## config.mk

```make
export PLATFORM = sky130hd
export DESIGN_NAME = issue_core
export DESIGN_NICKNAME = d
export VERILOG_FILES = /design/src/hw/issue_pkg.sv /design/src/hw/issue_core.sv /design/src/hw/result_arbiter.sv /design/src/hw/mul_unit.sv /design/src/hw/alu_unit.sv /design/src/hw/issue_queue.sv
export SDC_FILE = /design/constraint.sdc
export NUM_CORES = 2
export LEC_CHECK = 0
export BUFFER_PORTS_ARGS = -buffer_cell sky130_fd_sc_hd__buf_2
export CORE_UTILIZATION = 55
export DETAILED_ROUTE_END_ITERATION = 10
export GPL_ROUTABILITY_DRIVEN = 1
export PLACE_DENSITY = 0.76
export SETUP_SLACK_MARGIN = 0.02
export SLEW_MARGIN = 5
export SYNTH_ARGS = -nofsm -noshare
export SYNTH_HDL_FRONTEND = slang
export SYNTH_HIERARCHICAL = 1
export SYNTH_SLANG_ARGS = --single-unit
```

## constraint.sdc

```tcl
create_clock -name clk -period 7.87 [get_ports clk]
set_input_delay 0.787 -clock clk [delete_from_list [all_inputs] [get_ports clk]]
set_output_delay 0.787 -clock clk [all_outputs]
set_load 0.005 [all_outputs]
```

## src/hw/issue_pkg.sv

```systemverilog
package issue_pkg;

    // tag space shared by dispatch, queues and broadcast bus
    localparam int tag_w = 4;

    // operand and result width
    localparam int data_w = 16;

    // queue depths
    localparam int alu_queue_len = 4;
    localparam int mul_queue_len = 4;

    // opcodes; op_mul is the only one steered to the multiplier
    typedef enum logic [2:0] {
        op_add,
        op_sub,
        op_and,
        op_xor,
        op_mul
    } op_e;

    // execution unit behind a queue
    typedef enum logic {
        unit_alu,
        unit_mul
    } unit_e;

endpackage
```

## src/hw/issue_core.sv

```systemverilog
`timescale 1ns/1ps

module issue_core (
    input  logic                          clk,
    input  logic                          rst,
    input  logic                          disp_valid,
    input  issue_pkg::op_e                disp_op,
    input  logic [issue_pkg::tag_w-1:0]   disp_tag,
    input  logic                          disp_src1_ready,
    input  logic [issue_pkg::tag_w-1:0]   disp_src1_tag,
    input  logic [issue_pkg::data_w-1:0]  disp_src1_data,
    input  logic                          disp_src2_ready,
    input  logic [issue_pkg::tag_w-1:0]   disp_src2_tag,
    input  logic [issue_pkg::data_w-1:0]  disp_src2_data,
    output logic                          disp_full,
    output logic                          bcast_valid,
    output logic [issue_pkg::tag_w-1:0]   bcast_tag,
    output logic [issue_pkg::data_w-1:0]  bcast_data
);
    import issue_pkg::*;

    logic              disp_is_mul;
    logic              alu_wr;
    logic              mul_wr;
    logic              alu_full;
    logic              mul_full;

    logic              alu_iss_valid;
    op_e               alu_iss_op;
    logic [tag_w-1:0]  alu_iss_tag;
    logic [data_w-1:0] alu_iss_a;
    logic [data_w-1:0] alu_iss_b;
    logic              mul_iss_valid;
    logic [tag_w-1:0]  mul_iss_tag;
    logic [data_w-1:0] mul_iss_a;
    logic [data_w-1:0] mul_iss_b;

    logic              alu_ready;
    logic              alu_res_valid;
    logic [tag_w-1:0]  alu_res_tag;
    logic [data_w-1:0] alu_res_data;
    logic              alu_grant;
    logic              mul_ready;
    logic              mul_res_valid;
    logic [tag_w-1:0]  mul_res_tag;
    logic [data_w-1:0] mul_res_data;
    logic              mul_grant;

    // steer by opcode
    assign disp_is_mul = (disp_op == op_mul);
    assign alu_wr      = disp_valid && !disp_is_mul;
    assign mul_wr      = disp_valid && disp_is_mul;
    assign disp_full   = disp_is_mul ? mul_full : alu_full;

    issue_queue #(
        .queue_len (alu_queue_len),
        .kind      (unit_alu)
    ) alu_queue_i (
        .clk           (clk),
        .rst           (rst),
        .wr_valid      (alu_wr),
        .wr_op         (disp_op),
        .wr_tag        (disp_tag),
        .wr_src1_ready (disp_src1_ready),
        .wr_src1_tag   (disp_src1_tag),
        .wr_src1_data  (disp_src1_data),
        .wr_src2_ready (disp_src2_ready),
        .wr_src2_tag   (disp_src2_tag),
        .wr_src2_data  (disp_src2_data),
        .bcast_valid   (bcast_valid),
        .bcast_tag     (bcast_tag),
        .bcast_data    (bcast_data),
        .unit_ready    (alu_ready),
        .full          (alu_full),
        .issue_valid   (alu_iss_valid),
        .issue_op      (alu_iss_op),
        .issue_tag     (alu_iss_tag),
        .issue_a       (alu_iss_a),
        .issue_b       (alu_iss_b)
    );

    // the multiplier needs no opcode
    issue_queue #(
        .queue_len (mul_queue_len),
        .kind      (unit_mul)
    ) mul_queue_i (
        .clk           (clk),
        .rst           (rst),
        .wr_valid      (mul_wr),
        .wr_op         (disp_op),
        .wr_tag        (disp_tag),
        .wr_src1_ready (disp_src1_ready),
        .wr_src1_tag   (disp_src1_tag),
        .wr_src1_data  (disp_src1_data),
        .wr_src2_ready (disp_src2_ready),
        .wr_src2_tag   (disp_src2_tag),
        .wr_src2_data  (disp_src2_data),
        .bcast_valid   (bcast_valid),
        .bcast_tag     (bcast_tag),
        .bcast_data    (bcast_data),
        .unit_ready    (mul_ready),
        .full          (mul_full),
        .issue_valid   (mul_iss_valid),
        .issue_op      (),
        .issue_tag     (mul_iss_tag),
        .issue_a       (mul_iss_a),
        .issue_b       (mul_iss_b)
    );

    alu_unit alu_unit_i (
        .clk       (clk),
        .rst       (rst),
        .in_valid  (alu_iss_valid),
        .in_op     (alu_iss_op),
        .in_tag    (alu_iss_tag),
        .in_a      (alu_iss_a),
        .in_b      (alu_iss_b),
        .grant     (alu_grant),
        .ready     (alu_ready),
        .res_valid (alu_res_valid),
        .res_tag   (alu_res_tag),
        .res_data  (alu_res_data)
    );

    mul_unit mul_unit_i (
        .clk       (clk),
        .rst       (rst),
        .in_valid  (mul_iss_valid),
        .in_tag    (mul_iss_tag),
        .in_a      (mul_iss_a),
        .in_b      (mul_iss_b),
        .grant     (mul_grant),
        .ready     (mul_ready),
        .res_valid (mul_res_valid),
        .res_tag   (mul_res_tag),
        .res_data  (mul_res_data)
    );

    result_arbiter result_arbiter_i (
        .clk         (clk),
        .rst         (rst),
        .alu_req     (alu_res_valid),
        .alu_tag     (alu_res_tag),
        .alu_data    (alu_res_data),
        .mul_req     (mul_res_valid),
        .mul_tag     (mul_res_tag),
        .mul_data    (mul_res_data),
        .alu_grant   (alu_grant),
        .mul_grant   (mul_grant),
        .bcast_valid (bcast_valid),
        .bcast_tag   (bcast_tag),
        .bcast_data  (bcast_data)
    );

endmodule

```

## src/hw/result_arbiter.sv

```systemverilog
`timescale 1ns/1ps

module result_arbiter (
    input  logic                          clk,
    input  logic                          rst,
    input  logic                          alu_req,
    input  logic [issue_pkg::tag_w-1:0]   alu_tag,
    input  logic [issue_pkg::data_w-1:0]  alu_data,
    input  logic                          mul_req,
    input  logic [issue_pkg::tag_w-1:0]   mul_tag,
    input  logic [issue_pkg::data_w-1:0]  mul_data,
    output logic                          alu_grant,
    output logic                          mul_grant,
    output logic                          bcast_valid,
    output logic [issue_pkg::tag_w-1:0]   bcast_tag,
    output logic [issue_pkg::data_w-1:0]  bcast_data
);
    import issue_pkg::*;

    unit_e last_win;

    // on conflict the unit that did not win last time goes first
    always_comb begin
        alu_grant = alu_req;
        mul_grant = mul_req;
        if (alu_req && mul_req) begin
            alu_grant = (last_win == unit_mul);
            mul_grant = (last_win == unit_alu);
        end
    end

    always_ff @(posedge clk) begin
        if (rst) begin
            last_win <= unit_mul;
        end else if (alu_grant) begin
            last_win <= unit_alu;
        end else if (mul_grant) begin
            last_win <= unit_mul;
        end
    end

    assign bcast_valid = alu_grant || mul_grant;
    assign bcast_tag   = mul_grant ? mul_tag : alu_tag;
    assign bcast_data  = mul_grant ? mul_data : alu_data;

endmodule

```

## src/hw/mul_unit.sv

```systemverilog
`timescale 1ns/1ps

module mul_unit (
    input  logic                          clk,
    input  logic                          rst,
    input  logic                          in_valid,
    input  logic [issue_pkg::tag_w-1:0]   in_tag,
    input  logic [issue_pkg::data_w-1:0]  in_a,
    input  logic [issue_pkg::data_w-1:0]  in_b,
    input  logic                          grant,
    output logic                          ready,
    output logic                          res_valid,
    output logic [issue_pkg::tag_w-1:0]   res_tag,
    output logic [issue_pkg::data_w-1:0]  res_data
);
    import issue_pkg::*;

    logic              s1_valid;
    logic [tag_w-1:0]  s1_tag;
    logic [data_w-1:0] s1_a;
    logic [data_w-1:0] s1_b;
    logic [data_w-1:0] s1_prod;
    logic              advance;

    // low half of the product only
    assign s1_prod = s1_a * s1_b;

    // whole pipe moves together, held while the last stage waits for the bus
    assign advance = !res_valid || grant;
    assign ready   = advance;

    always_ff @(posedge clk) begin
        if (rst) begin
            s1_valid  <= 1'b0;
            res_valid <= 1'b0;
        end else if (advance) begin
            s1_valid  <= in_valid;
            res_valid <= s1_valid;
        end
    end

    always_ff @(posedge clk) begin
        if (advance && in_valid) begin
            s1_tag <= in_tag;
            s1_a   <= in_a;
            s1_b   <= in_b;
        end
        if (advance && s1_valid) begin
            res_tag  <= s1_tag;
            res_data <= s1_prod;
        end
    end

endmodule

```

## src/hw/alu_unit.sv

```systemverilog
`timescale 1ns/1ps

module alu_unit (
    input  logic                          clk,
    input  logic                          rst,
    input  logic                          in_valid,
    input  issue_pkg::op_e                in_op,
    input  logic [issue_pkg::tag_w-1:0]   in_tag,
    input  logic [issue_pkg::data_w-1:0]  in_a,
    input  logic [issue_pkg::data_w-1:0]  in_b,
    input  logic                          grant,
    output logic                          ready,
    output logic                          res_valid,
    output logic [issue_pkg::tag_w-1:0]   res_tag,
    output logic [issue_pkg::data_w-1:0]  res_data
);
    import issue_pkg::*;

    logic [data_w-1:0] alu_out;

    always_comb begin
        case (in_op)
            op_add:  alu_out = in_a + in_b;
            op_sub:  alu_out = in_a - in_b;
            op_and:  alu_out = in_a & in_b;
            op_xor:  alu_out = in_a ^ in_b;
            default: alu_out = '0;
        endcase
    end

    // result register is free when empty or leaving on this grant
    assign ready = !res_valid || grant;

    always_ff @(posedge clk) begin
        if (rst) begin
            res_valid <= 1'b0;
        end else if (ready) begin
            res_valid <= in_valid;
        end
    end

    always_ff @(posedge clk) begin
        if (ready && in_valid) begin
            res_tag  <= in_tag;
            res_data <= alu_out;
        end
    end

endmodule

```

## src/hw/issue_queue.sv

```systemverilog
`timescale 1ns/1ps

module issue_queue #(
    parameter int               queue_len = issue_pkg::alu_queue_len,
    parameter issue_pkg::unit_e kind      = issue_pkg::unit_alu
) (
    input  logic                          clk,
    input  logic                          rst,
    input  logic                          wr_valid,
    input  issue_pkg::op_e                wr_op,
    input  logic [issue_pkg::tag_w-1:0]   wr_tag,
    input  logic                          wr_src1_ready,
    input  logic [issue_pkg::tag_w-1:0]   wr_src1_tag,
    input  logic [issue_pkg::data_w-1:0]  wr_src1_data,
    input  logic                          wr_src2_ready,
    input  logic [issue_pkg::tag_w-1:0]   wr_src2_tag,
    input  logic [issue_pkg::data_w-1:0]  wr_src2_data,
    input  logic                          bcast_valid,
    input  logic [issue_pkg::tag_w-1:0]   bcast_tag,
    input  logic [issue_pkg::data_w-1:0]  bcast_data,
    input  logic                          unit_ready,
    output logic                          full,
    output logic                          issue_valid,
    output issue_pkg::op_e                issue_op,
    output logic [issue_pkg::tag_w-1:0]   issue_tag,
    output logic [issue_pkg::data_w-1:0]  issue_a,
    output logic [issue_pkg::data_w-1:0]  issue_b
);
    import issue_pkg::*;

    localparam int idx_w = $clog2(queue_len);
    localparam int cnt_w = $clog2(queue_len + 1);

    // entry 0 is the oldest, count entries are live
    op_e               q_op      [queue_len];
    logic [tag_w-1:0]  q_tag     [queue_len];
    logic              q_s1_rdy  [queue_len];
    logic [tag_w-1:0]  q_s1_tag  [queue_len];
    logic [data_w-1:0] q_s1_data [queue_len];
    logic              q_s2_rdy  [queue_len];
    logic [tag_w-1:0]  q_s2_tag  [queue_len];
    logic [data_w-1:0] q_s2_data [queue_len];
    logic [cnt_w-1:0]  count;

    logic              w_s1_rdy  [queue_len];
    logic [data_w-1:0] w_s1_data [queue_len];
    logic              w_s2_rdy  [queue_len];
    logic [data_w-1:0] w_s2_data [queue_len];

    op_e               n_op      [queue_len];
    logic [tag_w-1:0]  n_tag     [queue_len];
    logic              n_s1_rdy  [queue_len];
    logic [tag_w-1:0]  n_s1_tag  [queue_len];
    logic [data_w-1:0] n_s1_data [queue_len];
    logic              n_s2_rdy  [queue_len];
    logic [tag_w-1:0]  n_s2_tag  [queue_len];
    logic [data_w-1:0] n_s2_data [queue_len];
    logic [cnt_w-1:0]  mid_count;
    logic [cnt_w-1:0]  n_count;

    logic              wr_ours;
    logic              in_s1_wake;
    logic              in_s2_wake;
    logic              in_s1_rdy;
    logic              in_s2_rdy;
    logic [data_w-1:0] in_s1_data;
    logic [data_w-1:0] in_s2_data;
    logic              sel_found;
    logic [idx_w-1:0]  sel_idx;
    logic              issue_ok;
    logic              bypass;
    logic              append;

    // ignore writes meant for the other unit
    assign wr_ours = wr_valid && ((wr_op == op_mul) == (kind == unit_mul));

    // wakeup of the incoming write
    assign in_s1_wake = bcast_valid && !wr_src1_ready && (wr_src1_tag == bcast_tag);
    assign in_s2_wake = bcast_valid && !wr_src2_ready && (wr_src2_tag == bcast_tag);
    assign in_s1_rdy  = wr_src1_ready || in_s1_wake;
    assign in_s2_rdy  = wr_src2_ready || in_s2_wake;
    assign in_s1_data = in_s1_wake ? bcast_data : wr_src1_data;
    assign in_s2_data = in_s2_wake ? bcast_data : wr_src2_data;

    // wakeup of stored entries, then oldest-ready select
    always_comb begin
        for (int i = 0; i < queue_len; i++) begin
            w_s1_rdy[i]  = q_s1_rdy[i];
            w_s1_data[i] = q_s1_data[i];
            w_s2_rdy[i]  = q_s2_rdy[i];
            w_s2_data[i] = q_s2_data[i];
            if (bcast_valid && !q_s1_rdy[i] && (q_s1_tag[i] == bcast_tag)) begin
                w_s1_rdy[i]  = 1'b1;
                w_s1_data[i] = bcast_data;
            end
            if (bcast_valid && !q_s2_rdy[i] && (q_s2_tag[i] == bcast_tag)) begin
                w_s2_rdy[i]  = 1'b1;
                w_s2_data[i] = bcast_data;
            end
        end
        sel_found = 1'b0;
        sel_idx   = '0;
        for (int i = queue_len - 1; i >= 0; i--) begin
            if ((i < int'(count)) && w_s1_rdy[i] && w_s2_rdy[i]) begin
                sel_found = 1'b1;
                sel_idx   = idx_w'(i);
            end
        end
    end

    assign issue_ok  = unit_ready && sel_found;
    assign mid_count = count - cnt_w'(issue_ok);
    // bypass only when the queue has nothing older to send
    assign bypass    = wr_ours && unit_ready && !sel_found && in_s1_rdy && in_s2_rdy;
    assign append    = wr_ours && !bypass && (mid_count != cnt_w'(queue_len));
    assign full      = wr_ours && !bypass && (mid_count == cnt_w'(queue_len));
    assign n_count   = mid_count + cnt_w'(append);

    always_comb begin
        for (int i = 0; i < queue_len; i++) begin
            n_op[i]      = q_op[i];
            n_tag[i]     = q_tag[i];
            n_s1_rdy[i]  = w_s1_rdy[i];
            n_s1_tag[i]  = q_s1_tag[i];
            n_s1_data[i] = w_s1_data[i];
            n_s2_rdy[i]  = w_s2_rdy[i];
            n_s2_tag[i]  = q_s2_tag[i];
            n_s2_data[i] = w_s2_data[i];
        end
        // close the hole left by the issued entry
        if (issue_ok) begin
            for (int i = 0; i < queue_len - 1; i++) begin
                if (i >= int'(sel_idx)) begin
                    n_op[i]      = n_op[i+1];
                    n_tag[i]     = n_tag[i+1];
                    n_s1_rdy[i]  = n_s1_rdy[i+1];
                    n_s1_tag[i]  = n_s1_tag[i+1];
                    n_s1_data[i] = n_s1_data[i+1];
                    n_s2_rdy[i]  = n_s2_rdy[i+1];
                    n_s2_tag[i]  = n_s2_tag[i+1];
                    n_s2_data[i] = n_s2_data[i+1];
                end
            end
        end
        for (int i = 0; i < queue_len; i++) begin
            if (append && (i == int'(mid_count))) begin
                n_op[i]      = wr_op;
                n_tag[i]     = wr_tag;
                n_s1_rdy[i]  = in_s1_rdy;
                n_s1_tag[i]  = wr_src1_tag;
                n_s1_data[i] = in_s1_data;
                n_s2_rdy[i]  = in_s2_rdy;
                n_s2_tag[i]  = wr_src2_tag;
                n_s2_data[i] = in_s2_data;
            end
        end
    end

    always_comb begin
        issue_valid = issue_ok || bypass;
        if (issue_ok) begin
            issue_op  = q_op[sel_idx];
            issue_tag = q_tag[sel_idx];
            issue_a   = w_s1_data[sel_idx];
            issue_b   = w_s2_data[sel_idx];
        end else begin
            issue_op  = wr_op;
            issue_tag = wr_tag;
            issue_a   = in_s1_data;
            issue_b   = in_s2_data;
        end
    end

    always_ff @(posedge clk) begin
        if (rst) begin
            count <= '0;
        end else begin
            count <= n_count;
        end
    end

    always_ff @(posedge clk) begin
        for (int i = 0; i < queue_len; i++) begin
            q_op[i]      <= n_op[i];
            q_tag[i]     <= n_tag[i];
            q_s1_rdy[i]  <= n_s1_rdy[i];
            q_s1_tag[i]  <= n_s1_tag[i];
            q_s1_data[i] <= n_s1_data[i];
            q_s2_rdy[i]  <= n_s2_rdy[i];
            q_s2_tag[i]  <= n_s2_tag[i];
            q_s2_data[i] <= n_s2_data[i];
        end
    end

endmodule

```

==> metrics.log <==
[metrics] overall fraction of global-route tracks in use: 36.1%
[metrics] cts bufs inserted: 52
[metrics] number of antenna repair diodes: 0
[metrics] layout overhead on the synthesized area: 8.28%
[metrics] post-route standard cell area excluding fillers: around 36000 um^2
[metrics] RSZ-0062 raised after global routing: no
[metrics] average cell area after synthesis: 9.09 um^2
[metrics] worst path required time: 8230 ps
[metrics] total core area: 59000 um^2
[metrics] Critical R2R Launch: mul_unit_i/res_valid$_SDFFE_PP0N_
[metrics] relative max-transition margin: 18.0%
[metrics] top-level port count: 74
[metrics] clock-pin slew of the registers on the worst-case setup and hold paths: 60 ps
[metrics] TritonCTS clock tree: yes
[metrics] Row Count: 89
[metrics] post-CTS setup repair buffer count: 0
[metrics] gr ovfl total: 0
[metrics] via count of the first global-routing pass: 27700
[metrics] number of clock sinks: 466
[metrics] Top cell by count, worst path: nand2_1
[metrics] R2R setup slack: 700 ps
[metrics] latest clock arrival within the worst-skew pair: 620 ps
[metrics] wire length of the first global-routing pass: around 170 mm
[metrics] worst slack at placement: 922 ps
[metrics] number of maximum-capacitance constraint violations: 0
[metrics] sum of negative setup slack: 0 ps
[metrics] worst clock skew: between 20 and 25 ps
[metrics] most common cell after layout, fill and taps aside: nand2_1
[metrics] highest fanout seen on the critical path: 26
[metrics] Worst R2R End: alu_unit_i/res_data[13]$_DFFE_PP_
[metrics] worst hold start: mul_unit_i/s1_tag[0]$_DFFE_PP_
[metrics] non-filler instance count after layout: about 4400
[metrics] YS warnings: 6
[metrics] launching instance or port of the critical path: mul_unit_i/res_valid$_SDFFE_PP0N_
[metrics] TritonRoute pass-1 iters: 7
[metrics] number of antenna violations at the first check in global routing: 3
[metrics] cell depth of the worst flop-to-flop path: 21
[metrics] final period utilization: 91.1%
[metrics] final hold violations: 0
[metrics] number of instances in the synthesized netlist: 3613
[metrics] Buffers & Inverters on Critical Path: 1
[metrics] total standard cell area after synthesis: 32800 um^2
[metrics] worst setup path category: flop to flop
[metrics] slew at the pin with the worst max-slew slack: between 1000 and 1500 ps
[metrics] Initial Util: 55.6%
[metrics] floorplan die width: roughly 250 um
[metrics] PnR worst setup slack: roughly 700 ps
[metrics] Max clock buf depth: 3
[metrics] DRT iter0 DRCs: 3602
[metrics] sort of element at the end of the critical path: flop
[metrics] classification of the worst-slack hold path: flop to flop
[metrics] routed vias: 29600
[metrics] run status: complete, no violations
[metrics] final slew viol count: 0
[metrics] final setup violation count: 0
[metrics] maximum clock frequency: between 100 and 150 MHz
[metrics] Hold EP: mul_unit_i/res_tag[0]$_DFFE_PP_
[metrics] clock root cell: clkbuf_16
[metrics] Crit path max-delay family: simple AND/OR/NAND/NOR gates
[metrics] die area: 60700 um^2
[metrics] final-stage net count: 3770
[metrics] final critical delay including setup and external delays: 7170 ps
[metrics] slowest stage cell, crit path: nor3_1
[metrics] WP data arrival: 7520 ps
[metrics] routed wire length: 111 mm
[metrics] pin count of the biggest net entering global routing: 61
[metrics] DR vias/cell: 6.77
[metrics] share of final-layout standard cells stronger than drive strength 1: 13.2%
[metrics] hold-critical path depth: 0
[metrics] port bufs: 73
[metrics] number of remaining DRC errors: 0
[metrics] vertical die dimension: 246 um
[metrics] Critical Path, Cell by Cell: a21boi_4 > mux2_2 > xor2_1 > nor3_1 > a21oi_1 > nor3_1 > o21ai_4 > nand2_1 > nand2_1 > a221o_1 > nor2_1 > nand2_1 > o21ai_0 > inv_1 > ha_1 > nand2b_1 > a21oi_1 > nor2_1 > o21a_1 > o2111ai_1 > or3b_1
[metrics] instance area after placement: approximately 34000 um^2
[metrics] most frequent cells in the layout: nand2_1, dfxtp_1, mux2i_1
[metrics] biggest cell delay along the critical path: 840 ps
[metrics] quantity of hold-fixing buffers added after cts: 0
[metrics] number of nets still failing antenna checks after routing: 0
[metrics] H-tree depth reported by CTS: 2
[metrics] Inst Count DP: 4271
[metrics] average wire length per cell after detail routing: about 25 um
[metrics] Post-CTS Resized: 0
[metrics] CP startpoint kind: flop
[metrics] DP Wirelength: 74.6 mm
[metrics] net count after synthesis: around 3800
[metrics] final RePlAce weighted congestion: 0.985
-- routing by layer --
layer  vias up  global-route usage, %  share of wire (%)
met5         -                      0              0.021
met4         4                   22.9                7.1
met3       408                   8.80                 12
met2      1866                   53.4                 42
met1     14100                   47.1                 39
li1      13100                      -                  -
-- through the flow --
step | utilization (%) | hold slack, ps
finish | 60.2 | 419
global route | 60.2 | 429
CTS | 60.2 | 419
detailed placement | 57.3 | 405
global placement | 57.3 | 402
floorplan | - | 400
-- worst max-delay path by stage --
stage / cells after the start / end
finish: 21 / alu_unit_i/res_data[13]$_DFFE_PP_
global route: 21 / alu_unit_i/res_data[13]$_DFFE_PP_
CTS: 21 / alu_unit_i/res_data[13]$_DFFE_PP_
detailed placement: 21 / alu_unit_i/res_data[13]$_DFFE_PP_
global placement: 21 / alu_unit_i/res_data[13]$_DFFE_PP_
floorplan: 27 / alu_unit_i/res_data[15]$_DFFE_PP_
-- flip-flops by register name, summed over array words and instances (netlist names), 12 cells and up --
signal                 count
alu_queue_i/q_s2_data     64
mul_queue_i/q_s1_data     64
alu_queue_i/q_s1_data     64
mul_unit_i/s1_b           16
alu_queue_i/q_op          12
mul_queue_i/q_s2_tag      16
alu_queue_i/q_tag         16
mul_queue_i/q_tag         16
alu_queue_i/q_s1_tag      16
mul_queue_i/q_s1_tag      16
mul_unit_i/res_data       16
alu_queue_i/q_s2_tag      16
alu_unit_i/res_data       16
mul_queue_i/q_s2_data     64
mul_unit_i/s1_a           16
-- area by class of cell --
cell class | instances | area [um^2]
Clock buffer | 72 | 1500
Clock inverter | 24 | 245
Tap cell | 773 | 967
Multi-Input combinational cell | 2688 | 20000
Inverter | 185 | 694
Fill cell | 5108 | 23500
Timing Repair Buffer | 159 | 1010
Sequential cell | 466 | 11200
Power is left out: the tool's default activity adds up to more than one toggle a clock period on the data nets, which glitch-free logic cannot reach.
